**src/source/ccip_lpbk_defines.svh**
```systemverilog
// Width and size macros shared by the loopback AFU and its testbench
// Include this header in any file that sizes a port or a field
// The package builds its structs from these values

`ifndef CCIP_LPBK_DEFINES_SVH
`define CCIP_LPBK_DEFINES_SVH

// Line data width in bits, a reduced line for this design
`define CCIP_DATA_W 64

// Line offset within a page, so a page holds 64 lines
`define CCIP_OFFS_W 6

// Virtual page number width, which sets the page table depth
`define CCIP_VPAGE_W 2
`define CCIP_PT_ENTRIES (1 << `CCIP_VPAGE_W)

// Physical page number width
`define CCIP_PPAGE_W 20

// Metadata tag carried by requests and echoed by responses
`define CCIP_MDATA_W 8

// Configuration bus address and value widths
`define CCIP_CFG_ADDR_W 4
`define CCIP_CFG_DATA_W 32

// Line count of a command, 1 to 64 lines
`define CCIP_LEN_W 7

`endif
```
**src/source/ccip_lpbk_pkg.sv**
```systemverilog
// Packed types for the loopback AFU host port and its internal requests
// Modules take what they need through a wildcard import in their header
// The configuration address map also lives here as package constants

`include "ccip_lpbk_defines.svh"

package ccip_lpbk_pkg;

    // ====================
    // Addresses and requests
    // ====================

    typedef logic [`CCIP_CFG_ADDR_W-1:0] t_cfg_addr;
    typedef logic [`CCIP_LEN_W-1:0]      t_len;

    typedef struct packed {
        logic [`CCIP_VPAGE_W-1:0] page;
        logic [`CCIP_OFFS_W-1:0]  offs;
    } t_vaddr;

    typedef struct packed {
        logic [`CCIP_PPAGE_W-1:0] page;
        logic [`CCIP_OFFS_W-1:0]  offs;
    } t_paddr;

    // The address field holds either a virtual page in its low bits or a physical page
    typedef struct packed {
        t_paddr                   addr;
        logic [`CCIP_MDATA_W-1:0] mdata;
    } t_rd_req;

    typedef struct packed {
        t_paddr                   addr;
        logic [`CCIP_MDATA_W-1:0] mdata;
        logic [`CCIP_DATA_W-1:0]  data;
    } t_wr_req;

    // ====================
    // Host port
    // ====================

    typedef struct packed {
        logic                       cfg_valid;
        t_cfg_addr                  cfg_addr;
        logic [`CCIP_CFG_DATA_W-1:0] cfg_data;
        logic                       rd_rsp_valid;
        logic [`CCIP_MDATA_W-1:0]   rd_rsp_mdata;
        logic [`CCIP_DATA_W-1:0]    rd_rsp_data;
        logic                       wr_ack_valid;
        logic [`CCIP_MDATA_W-1:0]   wr_ack_mdata;
    } t_rx_port;

    typedef struct packed {
        logic    rd_valid;
        t_rd_req rd_hdr;
        logic    wr_valid;
        t_wr_req wr_req;
    } t_tx_port;

    // ====================
    // Configuration
    // ====================

    typedef struct packed {
        logic                     valid;
        logic [`CCIP_VPAGE_W-1:0] idx;
        logic [`CCIP_PPAGE_W-1:0] ppage;
    } t_pt_write;

    typedef struct packed {
        logic                     valid;
        logic [`CCIP_VPAGE_W-1:0] src_page;
        logic [`CCIP_VPAGE_W-1:0] dst_page;
        t_len                     len;
    } t_lpbk_cmd;

    // Addresses 0 up to CFG_PT_LAST write page table entries
    localparam t_cfg_addr CFG_PT_LAST = t_cfg_addr'(3);
    localparam t_cfg_addr CFG_SRC     = t_cfg_addr'(4);
    localparam t_cfg_addr CFG_DST     = t_cfg_addr'(5);
    localparam t_cfg_addr CFG_LEN     = t_cfg_addr'(6);
    localparam t_cfg_addr CFG_START   = t_cfg_addr'(7);

    // Places a virtual line address in the shared address field, page zero extended
    function automatic t_paddr vaddr_to_line(t_vaddr va);
        t_paddr line;
        line = '0;
        line.page[`CCIP_VPAGE_W-1:0] = va.page;
        line.offs = va.offs;
        return line;
    endfunction

endpackage

```
**src/source/ccip_lpbk_afu.sv**
```systemverilog
// Top level of the loopback AFU
// Connects receive decode, the loopback engine, one translation stage
// per request channel and the transmit register
// Software programs the page table and command over rx, then waits for done

`timescale 1ns/1ps
`include "ccip_lpbk_defines.svh"

module ccip_lpbk_afu
    import ccip_lpbk_pkg::*;
(
    input  logic     afu_clk,
    input  logic     arst_n,
    input  t_rx_port rx,
    output t_tx_port tx,
    output logic     busy,
    output logic     done
);

    t_pt_write                pt_wr;
    t_lpbk_cmd                cmd;
    logic                     rd_rsp_valid;
    logic [`CCIP_MDATA_W-1:0] rd_rsp_mdata;
    logic [`CCIP_DATA_W-1:0]  rd_rsp_data;
    logic                     wr_ack_valid;

    // Engine side requests carry virtual addresses
    logic                     v_rd_valid;
    t_rd_req                  v_rd_req;
    logic                     v_wr_valid;
    t_wr_req                  v_wr_req;

    // Translated requests heading to the port
    logic                     p_rd_valid;
    t_rd_req                  p_rd_req;
    logic                     p_wr_valid;
    t_wr_req                  p_wr_req;

    ccip_rx_decode i_rx_decode (
        .afu_clk      (afu_clk),
        .arst_n       (arst_n),
        .rx           (rx),
        .pt_wr        (pt_wr),
        .cmd          (cmd),
        .rd_rsp_valid (rd_rsp_valid),
        .rd_rsp_mdata (rd_rsp_mdata),
        .rd_rsp_data  (rd_rsp_data),
        .wr_ack_valid (wr_ack_valid)
    );

    nlb_lpbk i_nlb (
        .afu_clk      (afu_clk),
        .arst_n       (arst_n),
        .cmd          (cmd),
        .rd_rsp_valid (rd_rsp_valid),
        .rd_rsp_mdata (rd_rsp_mdata),
        .rd_rsp_data  (rd_rsp_data),
        .wr_ack_valid (wr_ack_valid),
        .rd_valid     (v_rd_valid),
        .rd_req       (v_rd_req),
        .wr_valid     (v_wr_valid),
        .wr_req       (v_wr_req),
        .busy         (busy),
        .done         (done)
    );

    // Both stages see the same table writes, so their copies stay equal
    vtp_xlate #(.T_REQ(t_rd_req)) i_rd_xlate (
        .afu_clk   (afu_clk),
        .arst_n    (arst_n),
        .pt_wr     (pt_wr),
        .in_valid  (v_rd_valid),
        .in_req    (v_rd_req),
        .out_valid (p_rd_valid),
        .out_req   (p_rd_req)
    );

    vtp_xlate #(.T_REQ(t_wr_req)) i_wr_xlate (
        .afu_clk   (afu_clk),
        .arst_n    (arst_n),
        .pt_wr     (pt_wr),
        .in_valid  (v_wr_valid),
        .in_req    (v_wr_req),
        .out_valid (p_wr_valid),
        .out_req   (p_wr_req)
    );

    ccip_tx_encode i_tx_encode (
        .afu_clk  (afu_clk),
        .arst_n   (arst_n),
        .rd_valid (p_rd_valid),
        .rd_req   (p_rd_req),
        .wr_valid (p_wr_valid),
        .wr_req   (p_wr_req),
        .tx       (tx)
    );

endmodule

```
**src/source/ccip_tx_encode.sv**
```systemverilog
// Transmit side of the loopback AFU
// Registers the translated read and write requests onto the host port
// Payload fields read as zero in any cycle where their valid bit is low

`timescale 1ns/1ps
`include "ccip_lpbk_defines.svh"

module ccip_tx_encode
    import ccip_lpbk_pkg::*;
(
    input  logic     afu_clk,
    input  logic     arst_n,
    input  logic     rd_valid,
    input  t_rd_req  rd_req,
    input  logic     wr_valid,
    input  t_wr_req  wr_req,
    output t_tx_port tx
);

    // The port is an output register, so the whole bus starts clean
    always_ff @(posedge afu_clk or negedge arst_n)
    begin
        if (!arst_n)
        begin
            tx <= '0;
        end
        else
        begin
            // Read channel
            tx.rd_valid <= rd_valid;
            tx.rd_hdr   <= rd_valid ? rd_req : '0;

            // Write channel
            tx.wr_valid <= wr_valid;
            tx.wr_req   <= wr_valid ? wr_req : '0;
        end
    end

endmodule

```
**src/source/nlb_lpbk.sv**
```systemverilog
// Loopback engine
// A start latches the command and issues one read per cycle over the source page
// Every read response becomes a write to the same offset in the destination page
// Done pulses once the last write acknowledgement has come back
// Addresses leave this block virtual and are translated downstream

`timescale 1ns/1ps
`include "ccip_lpbk_defines.svh"

module nlb_lpbk
    import ccip_lpbk_pkg::*;
(
    input  logic                     afu_clk,
    input  logic                     arst_n,
    input  t_lpbk_cmd                cmd,
    input  logic                     rd_rsp_valid,
    input  logic [`CCIP_MDATA_W-1:0] rd_rsp_mdata,
    input  logic [`CCIP_DATA_W-1:0]  rd_rsp_data,
    input  logic                     wr_ack_valid,
    output logic                     rd_valid,
    output t_rd_req                  rd_req,
    output logic                     wr_valid,
    output t_wr_req                  wr_req,
    output logic                     busy,
    output logic                     done
);

    logic [`CCIP_VPAGE_W-1:0] src_page_q;
    logic [`CCIP_VPAGE_W-1:0] dst_page_q;
    t_len                     len_q;
    t_len                     rd_cnt;
    t_len                     ack_cnt;
    logic                     start;
    logic                     issue;
    logic                     ack_last;
    t_vaddr                   rd_va;
    t_vaddr                   wr_va;
    logic [`CCIP_MDATA_W-1:0] rd_mdata;

    // A start while busy is dropped, as is a zero length
    assign start    = cmd.valid && !busy && (cmd.len != '0);
    assign issue    = start || (busy && (rd_cnt != len_q));
    assign ack_last = busy && wr_ack_valid && ((ack_cnt + 1'b1) == len_q);

    // ====================
    // Request addresses
    // ====================

    always_comb
    begin
        // Read 0 goes out straight from the command
        rd_va.page = start ? cmd.src_page : src_page_q;
        rd_va.offs = start ? '0 : rd_cnt[`CCIP_OFFS_W-1:0];

        // The read tag is the line index
        rd_mdata = '0;
        rd_mdata[`CCIP_OFFS_W-1:0] = rd_va.offs;

        // The response tag names the line, so order of return does not matter
        wr_va.page = dst_page_q;
        wr_va.offs = rd_rsp_mdata[`CCIP_OFFS_W-1:0];
    end

    // ====================
    // Control
    // ====================

    always_ff @(posedge afu_clk or negedge arst_n)
    begin
        if (!arst_n)
        begin
            busy       <= 1'b0;
            done       <= 1'b0;
            rd_valid   <= 1'b0;
            wr_valid   <= 1'b0;
            rd_cnt     <= '0;
            ack_cnt    <= '0;
            src_page_q <= '0;
            dst_page_q <= '0;
            len_q      <= '0;
        end
        else
        begin
            rd_valid <= issue;
            wr_valid <= busy && rd_rsp_valid;
            done     <= ack_last;

            if (start)
            begin
                busy       <= 1'b1;
                src_page_q <= cmd.src_page;
                dst_page_q <= cmd.dst_page;
                len_q      <= cmd.len;
                // Read 0 is issued in this same cycle
                rd_cnt     <= t_len'(1);
                ack_cnt    <= '0;
            end
            else
            begin
                if (issue)
                    rd_cnt <= rd_cnt + 1'b1;
                if (busy && wr_ack_valid)
                    ack_cnt <= ack_cnt + 1'b1;
                if (ack_last)
                    busy <= 1'b0;
            end
        end
    end

    // Request payload, qualified by rd_valid and wr_valid
    always_ff @(posedge afu_clk)
    begin
        rd_req.addr  <= vaddr_to_line(rd_va);
        rd_req.mdata <= rd_mdata;
        wr_req.addr  <= vaddr_to_line(wr_va);
        wr_req.mdata <= rd_rsp_mdata;
        wr_req.data  <= rd_rsp_data;
    end

endmodule

```
**src/source/vtp_xlate.sv**
```systemverilog
// Virtual to physical translation stage with its own four entry page table
// The request type is a parameter, so one stage serves read headers and
// another serves write requests
// Any type with an addr field of t_paddr fits, the virtual page sits in its low bits
// Requests pass with one cycle of latency and a new one may enter every cycle

`timescale 1ns/1ps
`include "ccip_lpbk_defines.svh"

module vtp_xlate
    import ccip_lpbk_pkg::*;
#(
    parameter type T_REQ = t_rd_req
)
(
    input  logic      afu_clk,
    input  logic      arst_n,
    input  t_pt_write pt_wr,
    input  logic      in_valid,
    input  T_REQ      in_req,
    output logic      out_valid,
    output T_REQ      out_req
);

    logic [`CCIP_PPAGE_W-1:0] page_table [`CCIP_PT_ENTRIES];
    T_REQ                     xlated;

    // ====================
    // Page table
    // ====================

    // All entries read as page zero until software programs them
    always_ff @(posedge afu_clk or negedge arst_n)
    begin
        if (!arst_n)
        begin
            for (int i = 0; i < `CCIP_PT_ENTRIES; i++)
                page_table[i] <= '0;
        end
        else if (pt_wr.valid)
        begin
            page_table[pt_wr.idx] <= pt_wr.ppage;
        end
    end

    // ====================
    // Translation
    // ====================

    // A write in this cycle only affects requests that arrive later
    always_comb
    begin
        xlated = in_req;
        xlated.addr.page = page_table[in_req.addr.page[`CCIP_VPAGE_W-1:0]];
    end

    always_ff @(posedge afu_clk or negedge arst_n)
    begin
        if (!arst_n)
            out_valid <= 1'b0;
        else
            out_valid <= in_valid;
    end

    // Payload follows the valid bit without reset
    always_ff @(posedge afu_clk)
    begin
        out_req <= xlated;
    end

endmodule

```
**src/source/ccip_rx_decode.sv**
```systemverilog
// Receive side of the loopback AFU
// Registers the host receive port and splits it into page table writes,
// a start command, read responses and write acknowledgements
// The start command carries the shadowed source, destination and length

`timescale 1ns/1ps
`include "ccip_lpbk_defines.svh"

module ccip_rx_decode
    import ccip_lpbk_pkg::*;
(
    input  logic                     afu_clk,
    input  logic                     arst_n,
    input  t_rx_port                 rx,
    output t_pt_write                pt_wr,
    output t_lpbk_cmd                cmd,
    output logic                     rd_rsp_valid,
    output logic [`CCIP_MDATA_W-1:0] rd_rsp_mdata,
    output logic [`CCIP_DATA_W-1:0]  rd_rsp_data,
    output logic                     wr_ack_valid
);

    logic                        cfg_valid_q;
    t_cfg_addr                   cfg_addr_q;
    logic [`CCIP_CFG_DATA_W-1:0] cfg_data_q;
    logic [`CCIP_VPAGE_W-1:0]    src_page_q;
    logic [`CCIP_VPAGE_W-1:0]    dst_page_q;
    t_len                        len_q;

    // Port strobes
    always_ff @(posedge afu_clk or negedge arst_n)
    begin
        if (!arst_n)
        begin
            cfg_valid_q  <= 1'b0;
            rd_rsp_valid <= 1'b0;
            wr_ack_valid <= 1'b0;
        end
        else
        begin
            cfg_valid_q  <= rx.cfg_valid;
            rd_rsp_valid <= rx.rd_rsp_valid;
            wr_ack_valid <= rx.wr_ack_valid;
        end
    end

    // Port payload, qualified by the strobes above
    always_ff @(posedge afu_clk)
    begin
        cfg_addr_q   <= rx.cfg_addr;
        cfg_data_q   <= rx.cfg_data;
        rd_rsp_mdata <= rx.rd_rsp_mdata;
        rd_rsp_data  <= rx.rd_rsp_data;
    end

    // Shadow registers, read when a start arrives
    always_ff @(posedge afu_clk or negedge arst_n)
    begin
        if (!arst_n)
        begin
            src_page_q <= '0;
            dst_page_q <= '0;
            len_q      <= '0;
        end
        else if (cfg_valid_q)
        begin
            if (cfg_addr_q == CFG_SRC)
                src_page_q <= cfg_data_q[`CCIP_VPAGE_W-1:0];
            else if (cfg_addr_q == CFG_DST)
                dst_page_q <= cfg_data_q[`CCIP_VPAGE_W-1:0];
            else if (cfg_addr_q == CFG_LEN)
                len_q <= cfg_data_q[`CCIP_LEN_W-1:0];
        end
    end

    // The low address bits select the table entry
    always_comb
    begin
        pt_wr.valid = cfg_valid_q && (cfg_addr_q <= CFG_PT_LAST);
        pt_wr.idx   = cfg_addr_q[`CCIP_VPAGE_W-1:0];
        pt_wr.ppage = cfg_data_q[`CCIP_PPAGE_W-1:0];

        cmd.valid    = cfg_valid_q && (cfg_addr_q == CFG_START);
        cmd.src_page = src_page_q;
        cmd.dst_page = dst_page_q;
        cmd.len      = len_q;
    end

endmodule

```
**config.mk**
```make
export PLATFORM = sky130hd
export DESIGN_NAME = ccip_lpbk_afu
export DESIGN_NICKNAME = d
export VERILOG_FILES = /design/src/source/ccip_lpbk_pkg.sv /design/src/source/ccip_lpbk_afu.sv /design/src/source/ccip_tx_encode.sv /design/src/source/nlb_lpbk.sv /design/src/source/vtp_xlate.sv /design/src/source/ccip_rx_decode.sv
export VERILOG_INCLUDE_DIRS = /design/src /design/src/source
export SDC_FILE = /design/constraint.sdc
export NUM_CORES = 1
export LEC_CHECK = 0
export BUFFER_PORTS_ARGS = -buffer_cell sky130_fd_sc_hd__buf_4
export CAP_MARGIN = 20
export CORE_MARGIN = 2
export CORE_UTILIZATION = 50
export CTS_BUF_LIST = sky130_fd_sc_hd__clkbuf_8
export DETAILED_ROUTE_END_ITERATION = 7
export PLACE_DENSITY = 0.84
export SETUP_SLACK_MARGIN = 0.15
export SLEW_MARGIN = 20
export SYNTH_ARGS = -nofsm -noshare
export SYNTH_HDL_FRONTEND = slang
export SYNTH_SLANG_ARGS = --single-unit
```
**constraint.sdc**
```tcl
create_clock -name afu_clk -period 2.4 [get_ports afu_clk]
set_clock_uncertainty 0.2 [all_clocks]
set_input_delay 0.24 -clock afu_clk [delete_from_list [all_inputs] [get_ports afu_clk]]
set_output_delay 0.24 -clock afu_clk [all_outputs]
set_load 0.1 [all_outputs]
```
==> results of run 1 <==
-- synthesized netlist by cell type, types with 2 or more instances --
cell type / number
dfrtp_1: 245
o21ai_0: 8
nor3_1: 2
mux2i_1: 2
nor3b_1: 3
inv_1: 4
nor2_1: 11
nand2b_1: 3
nor2b_1: 5
nand3_1: 4
clkbuf_1: 22
and2_1: 120
xnor2_1: 12
ha_1: 2
nand4_1: 5
xor2_1: 4
nor4_1: 3
mux2_2: 106
buf_2: 9
buf_4: 14
nand2_1: 10
o31ai_1: 3
nand3b_1: 2
mux4_2: 40
dfxtp_1: 296
-- critical path, stage by stage, from the launching register on --
cell and delay (ns):
dfrtp_1 0.46, ha_2 0.28, and3_2 0.21, nand3_1 0.12
xnor2_1 0.23, nand4_1 0.14, o32a_1 0.35
-- layout make-up --
type,count,area [sq um]
Sequential cell,541,12060
Clock buffer,99,1363
Multi-Input combinational cell,364,3550
Inverter,4,15.01
Fill cell,2060,10270
Tap cell,402,503.0
Timing Repair Buffer,372,3144
Clock inverter,51,488.0
-- cells by family after synthesis --
logic type,after synthesis
AOI/OAI and AO/OA,20
xor gates and xnor gates,16
adders and majority gates,2
buffers and inverters,50
DFF,541
muxes,148
other,1
and+or+nand+nor,176
-- sequential cells by signal (all words and copies together), names as in the netlist, 4 cells and up --
| signal | count |
|---|---|
| i_tx_encode.tx | 120 |
| i_wr_xlate.out_req | 92 |
| i_wr_xlate.page_table | 78 |
| i_nlb.wr_req | 74 |
| i_rx_decode.rd_rsp_data | 64 |
| i_rd_xlate.out_req | 26 |
| i_rx_decode.cfg_data_q | 20 |
| i_nlb.rd_req | 8 |
| i_rx_decode.rd_rsp_mdata | 8 |
| i_nlb.ack_cnt | 7 |
| i_nlb.len_q | 7 |
| i_nlb.rd_cnt | 7 |
| i_rx_decode.len_q | 7 |
| i_rx_decode.cfg_addr_q | 4 |
-- how the worst max path moves through the flow --
stage | from | to | slack [ns] | cells after the start
2_1_floorplan | i_nlb.busy | i_nlb.src_page_q[0] | 0.20 | 3
3_3_place_gp | i_rx_decode.cfg_valid_q | i_nlb.len_q[4] | -0.12 | 4
3_5_place_dp | i_rx_decode.cfg_valid_q | i_nlb.len_q[6] | 0.15 | 5
4_1_cts | i_rx_decode.len_q[1] | i_nlb.len_q[6] | 0.18 | 5
5_1_grt | i_nlb.ack_cnt[0] | i_nlb.busy | 0.18 | 6
6_report | i_nlb.ack_cnt[0] | i_nlb.busy | 0.31 | 6
-- power breakdown --
| group | switching, W | total [W] | internal [W] |
|---|---|---|---|
| logic | 0.00482 | 0.00709 | 0.00228 |
| registers | 0.000937 | 0.0116 | 0.0106 |
| clock network | 0.00347 | 0.00824 | 0.00476 |
-- cells in the final DEF, fill, tap and decap left out, drive strengths merged, types with 9 or more instances in the layout --
master / instances
dfrtp: 245
xnor2: 12
dfxtp: 296
bufinv: 9
nor2: 11
clkbuf: 99
mux4: 40
and2: 122
mux2: 106
nand2: 10
buf: 271
inv: 36
dlygate4sd3: 101
-- layer usage --
metal	track usage [%]	vias to the layer above	share of wire [%]
li1	-	4019	-
met2	34.29	257	52
met5	0	-	0
met4	6.935	0	2.7
met3	5.796	71	6.1
met1	22.15	4379	39
-- metrics by stage --
step | setup TNS, ns | power [W] | cell area (sq um) | hold WS (ns) | instances
finish | 0 | 0.02691 | 21120 | 0.09313 | 1833
global route | 0 | 0.02804 | 21120 | 0.06069 | 1833
CTS | 0 | 0.02710 | 21100 | 0.05025 | 1830
detailed placement | 0 | 0.01870 | 18230 | 0.0003411 | 1579
global placement | -0.4972 | 0.01851 | 18220 | -0.008713 | 1578
floorplan | 0 | 0.01685 | 15850 | -0.2556 | 955
-- timing repair --
item,in CTS,in global routing
endpoints found under the hold margin,344,0
hold buffers,101,0
gates resized for setup,1,2
pin swaps,1,1
setup buffers,0,3
setup endpoints to repair,6,4
==> results.md, run 1 <==
* Status: finished clean
* Max Buffers Root-to-Sink at 3
* Simple-gate share of the synthesized area at about 7%
* Gate count of the mapped netlist at 954
* 1st-iter DRT viols at 340
* DR vias/cell at around 4.8
* Hold Path Stages at 2
* Maximum vdd ir drop at roughly 0.73 mV
* Area contributors post-synth: dfrtp_1, dfxtp_1, mux2_2
* Antenna violations before repair at 0
* Leakage Power at a little under 10 nW
* Final setup margin at a little over 0.3 ns
* Post-route ant nets at 0
* Yosys cell types at 44
* Nets at 1,486
* Worst setup EP type: flop
* Chip width at roughly 180 microns
* FF-to-FF End: i_nlb.busy
* TritonCTS sink count at about 540
* Worst r2r src: i_nlb.ack_cnt[0]
* CP required at ~2.7 ns
* Number of synthesized flops with an enable pin at 0
* Yosys warnings at 0
* Worst-Skew Late Latency at between 0.5 and 0.6 ns
* # DRC at 0
* Total Routing Usage GR at approximately 19%
* Complex-gate fraction of the synthesized area at 1.026%
* Routed wire length at ~31,000 microns
* Antenna Diode Count at 0
* Average instance area after synthesis at approximately 17 sq um
* Startpoint Class: flop
* Hpwl dp at roughly 19,000 microns
* Period utilization at 87.27%
* Post-Place Worst Slack at ~0.15 ns
* Num CTS Buffers at 80
* Synthesis-to-finish area growth at 33.27%
* Reg2reg path depth at 6
* Post-synth top area share at roughly 39%
* Die area at approximately 33,000 sq um
* DRT Pass-1 Iters at 4
* CTS H-Tree Depth at 3
* Global placement routability congestion at approximately 0.78
* Largest net degree at the start of global routing at 55
* Worst setup path category: reg -> reg
* Top achievable clock speed at ~480 MHz
* Async SR Flop Fraction at around 45%
* Synth Area in Adders at less than 1%
* Fin crit period at about 2.1 ns
* Worst hold path endpoint: i_rx_decode.cfg_data_q[11]
* Max Cap Viol at 0
* Worst Tran Pin Value at 0.6901 ns
* Worst rel slew slack at between 50% and 60%
* Synth Flop Type: dfxtp_1
* Initial core utilization at 50.49%
* Largest family of logic cells by synthesized area: multiplexers
* Final Max Slew Viols at 0
* Final setup fails at 0
* Die Ht at 182.0 microns
* Reg-to-reg slack, setup at slightly above 0.3 ns
* Via count at around 8,700
* First-pass GRT wire length at ~50,000 microns
* Critical path peak fanout at 7
* Std-Cell Core Area at ~31,000 sq um
* Root Driver: clkbuf_8
* Worst hold path type: in -> reg
* Hold Fails Final Rpt at 0
* Vias in the first global route at about 9,600
* PwrDens at 1274 nW/um^2
* Yosys top cell by area: dfrtp_1
* Synth Register Bits at roughly 540
* RSZ-0062 raised after global routing: false
* Clock transition at the registers of the reported paths at 0.06 ns
* Layout cells sized above 1 at 38.92%
* Num rows at 65
* CTS tree: yes
* Io pins at 257
* Register area share after synthesis at 76.07%
* Total gr overflow at 0
* I/O Buffers at roughly 230
* Hold_sp: rx[93]
* Wirelength per Cell at 17.04 microns
* Synth Area in XOR/XNOR at less than 1%
* Mapped cell area at roughly 16,000 sq um
* Final Core Density at 67.29%
* Mux cell area share after synthesis at between 10% and 20%
* Critical path arrival at 2.36 ns
(Power assumes the default switching activity.)
==> inputs of run 2 (changes only) <==
CTS_BUF_LIST = sky130_fd_sc_hd__clkbuf_2   (was sky130_fd_sc_hd__clkbuf_8)
PLACE_DENSITY = 0.72   (was 0.84)
SKIP_LAST_GASP = 1   (was unset)
==> run 2 against run 1 <==
  * Cell count grew 9.4%
  * Sequential share of layout area shrank 0.72 points
  * First-iteration DRC count shrank 4.7%
  * Critical path type is now reg -> out
  * Largest power group unchanged
  * Clock-buffer cell count grew 103
  * Hold slack lost 0.0060 ns
==> results.md, run 2 (synthesized netlist as in run 1, its figures left out) <==
* Detailed-routed wire length on met2 at 16,500 microns (+2.0%)
* Worst Tran Pin Value at 0.9340 ns (+0.2438 ns)
* Post-Place Worst Slack at 0.2750 ns (+0.1249 ns)
* Worst setup EP type: primary output
* Max FFs per register at 120 (unchanged)
* Period utilization at 87.45% (+0.18 points)
* Total Routing Usage GR at 19.90% (+0.58 points)
* Crit-path cells: buf_4
* Initial core utilization at 50.49% (unchanged)
* Startpoint Class: flop
* WL met3 at 1969 microns (+2.6%)
* Largest net degree at the start of global routing at 71 (+29%)
* Hold_sp: i_nlb.wr_req[7]
* Num CTS Buffers at 131 (+64%)
* DRT Pass-1 Iters at 4 (unchanged)
* FF-to-FF End: i_nlb.busy
* Vias in the first global route at 10,200 (+6.5%)
* Num rows at 65 (unchanged)
* Critical path arrival at 1.66 ns (-0.70 ns)
* Worst rel slew slack at 37.74% (-16 points)
* Final setup margin at 0.3012 ns (-0.004250 ns)
* First-pass GRT wire length at 51,160 microns (+2.7%)
* Slowest cell on the critical path: dfrtp_1
* Status: finished clean
* Hold Path Stages at 0 (-2)
* RSZ-0062 raised after global routing: false
* Routed wire length at 31,640 microns (+1.3%)
* Global placement routability congestion at 0.8076 (+3.2%)
* Worst setup path category: reg -> out
* Finished layout cell area at 21,400 sq um (+1.3%)
* Io pins at 257 (unchanged)
* Critical path's top delay family: flip-flops
* DRT met1 WL at 12,400 microns (+0.72%)
* Hold Fails Final Rpt at 0 (unchanged)
* Leakage Power at 10.07 nW (+2.6%)
* # DRC at 0 (unchanged)
* Chip width at 182.0 microns (unchanged)
* Root Driver: clkbuf_2
* Reg-to-reg slack, setup at 0.34 ns (+0.03 ns)
* Top achievable clock speed at 476.5 MHz (-0.20%)
* CP required at 1.96 ns (-0.71 ns)
* Worst r2r src: i_nlb.ack_cnt[0]
* Worst-Skew Late Latency at 0.96 ns (+0.37 ns)
* Hpwl dp at 17,180 microns (-8.6%)
* Max Buffers Root-to-Sink at 3 (unchanged)
* Most common cell after layout, fill and taps aside: dfxtp_1
* Total gr overflow at 0 (unchanged)
* Antenna violations before repair at 4 (+4)
* Biggest register: i_tx_encode.tx
* Post-route ant nets at 0 (unchanged)
* Fin crit period at 2.099 ns (+0.004250 ns)
* Max Cap Viol at 0 (unchanged)
* Final Max Slew Viols at 0 (unchanged)
* Nets at 1,622 (+9.2%)
* Via count at 9,211 (+5.6%)
* Most frequent cells in the layout: dfxtp_1, buf_4, dfrtp_1
* 1st-iter DRT viols at 324 (-4.7%)
* Wirelength per Cell at 15.78 microns (-7.4%)
* PwrDens at 1153 nW/um^2 (-9.5%)
* Top sig layer: met5
* Synthesis-to-finish area growth at 35.00%
* Crit-path max cell delay at 0.38 ns (-0.08 ns)
* DR vias/cell at 4.594 (-3.5%)
* Dpl cell area at 18,120 sq um (-0.62%)
* Buffer and inverter count on the worst path at 1 (+1)
* TNS Setup at 0 ns (unchanged)
* Clock transition at the registers of the reported paths at 0.15 ns (+0.09 ns)
* Layout cells sized above 1 at 39.77% (+0.85 points)
* Worst hold path type: reg -> reg
* TritonCTS sink count at 541 (unchanged)
* Final Core Density at 68.16% (+0.88 points)
* CTS H-Tree Depth at 4 (+1)
* Worst hold path endpoint: i_wr_xlate.out_req[7]
* Die area at 33,140 sq um (unchanged)
* CTS tree: yes
* Biggest regs: i_tx_encode.tx x120, i_wr_xlate.out_req x92, i_wr_xlate.page_table x78
* I/O Buffers at 234 (unchanged)
* Maximum vdd ir drop at 0.7775 mV (+6.5%)
* Critical path peak fanout at 1 (-6)
* Die Ht at 182.0 microns (unchanged)
* Std-Cell Core Area at 31,390 sq um (unchanged)
* Final setup fails at 0 (unchanged)
* Reg2reg path depth at 5 (-1)
## run 2: cell types whose count changed in the layout (fill, tap and decap cells not counted), sizes merged
cell         delta
clkbuf        +103
dlygate4sd3    +99
inv            -27
buf            -14
clkinv         +13
bufinv          -6
diode           +4
## run 2: cell type report
type,instances,area (sq um)
diodes,4,10.01
clock buffers,202,1011
clock inverters,31,207.7
fillers,2124,9995
inverters,4,15.01
multi-input cells,364,3547
flip-flops and latches,541,12060
well taps,402,503.0
repair buffers,457,4041
## run 2: timing repair
action,CTS,global route
setup buffers,1,0
endpoints found under the setup margin,1,5
endpoints found under the hold margin,344,0
cloned,0,0
gates resized for setup,3,2
hold buffers,201,0
## run 2: power breakdown
group	leakage [nW]	switching, W	internal, W
clock	0.945	0.00345	0.00255
combinational	3.45	0.00484	0.00236
sequential	5.67	0.000849	0.0106
total	10.1	0.00914	0.0155
## run 2: through the flow
step | cells | total power (W) | hold WS (ns)
global route | 2005 | 0.02593 | 0.08898
finish | 2005 | 0.02467 | 0.08715
global placement | 1566 | 0.01846 | -0.03376
CTS | 2001 | 0.02487 | 0.02268
detailed placement | 1566 | 0.01858 | -0.03207
floorplan | 955 | 0.01685 | -0.2556
## run 2: worst max path at each step
| stage | to | slack [ns] | from | cells past startpoint |
|---|---|---|---|---|
| final | tx[12] | 0.30 | i_tx_encode.tx[12] | 1 |
| after global routing | tx[107] | 0.16 | i_tx_encode.tx[99] | 1 |
| after CTS | tx[99] | 0.19 | i_tx_encode.tx[99] | 1 |
| after detailed placement | i_nlb.ack_cnt[3] | 0.28 | i_rx_decode.len_q[2] | 6 |
| after global placement | i_nlb.ack_cnt[3] | 0.30 | i_rx_decode.len_q[2] | 6 |
| after floorplan | i_nlb.src_page_q[0] | 0.20 | i_nlb.busy | 3 |
## run 2: metal layers
metal,GRT usage (%),vias to the layer above
li1,-,4361
met1,22.12,4492
met2,35.01,287
met3,6.538,69
met4,8.323,2
met5,1.037,-
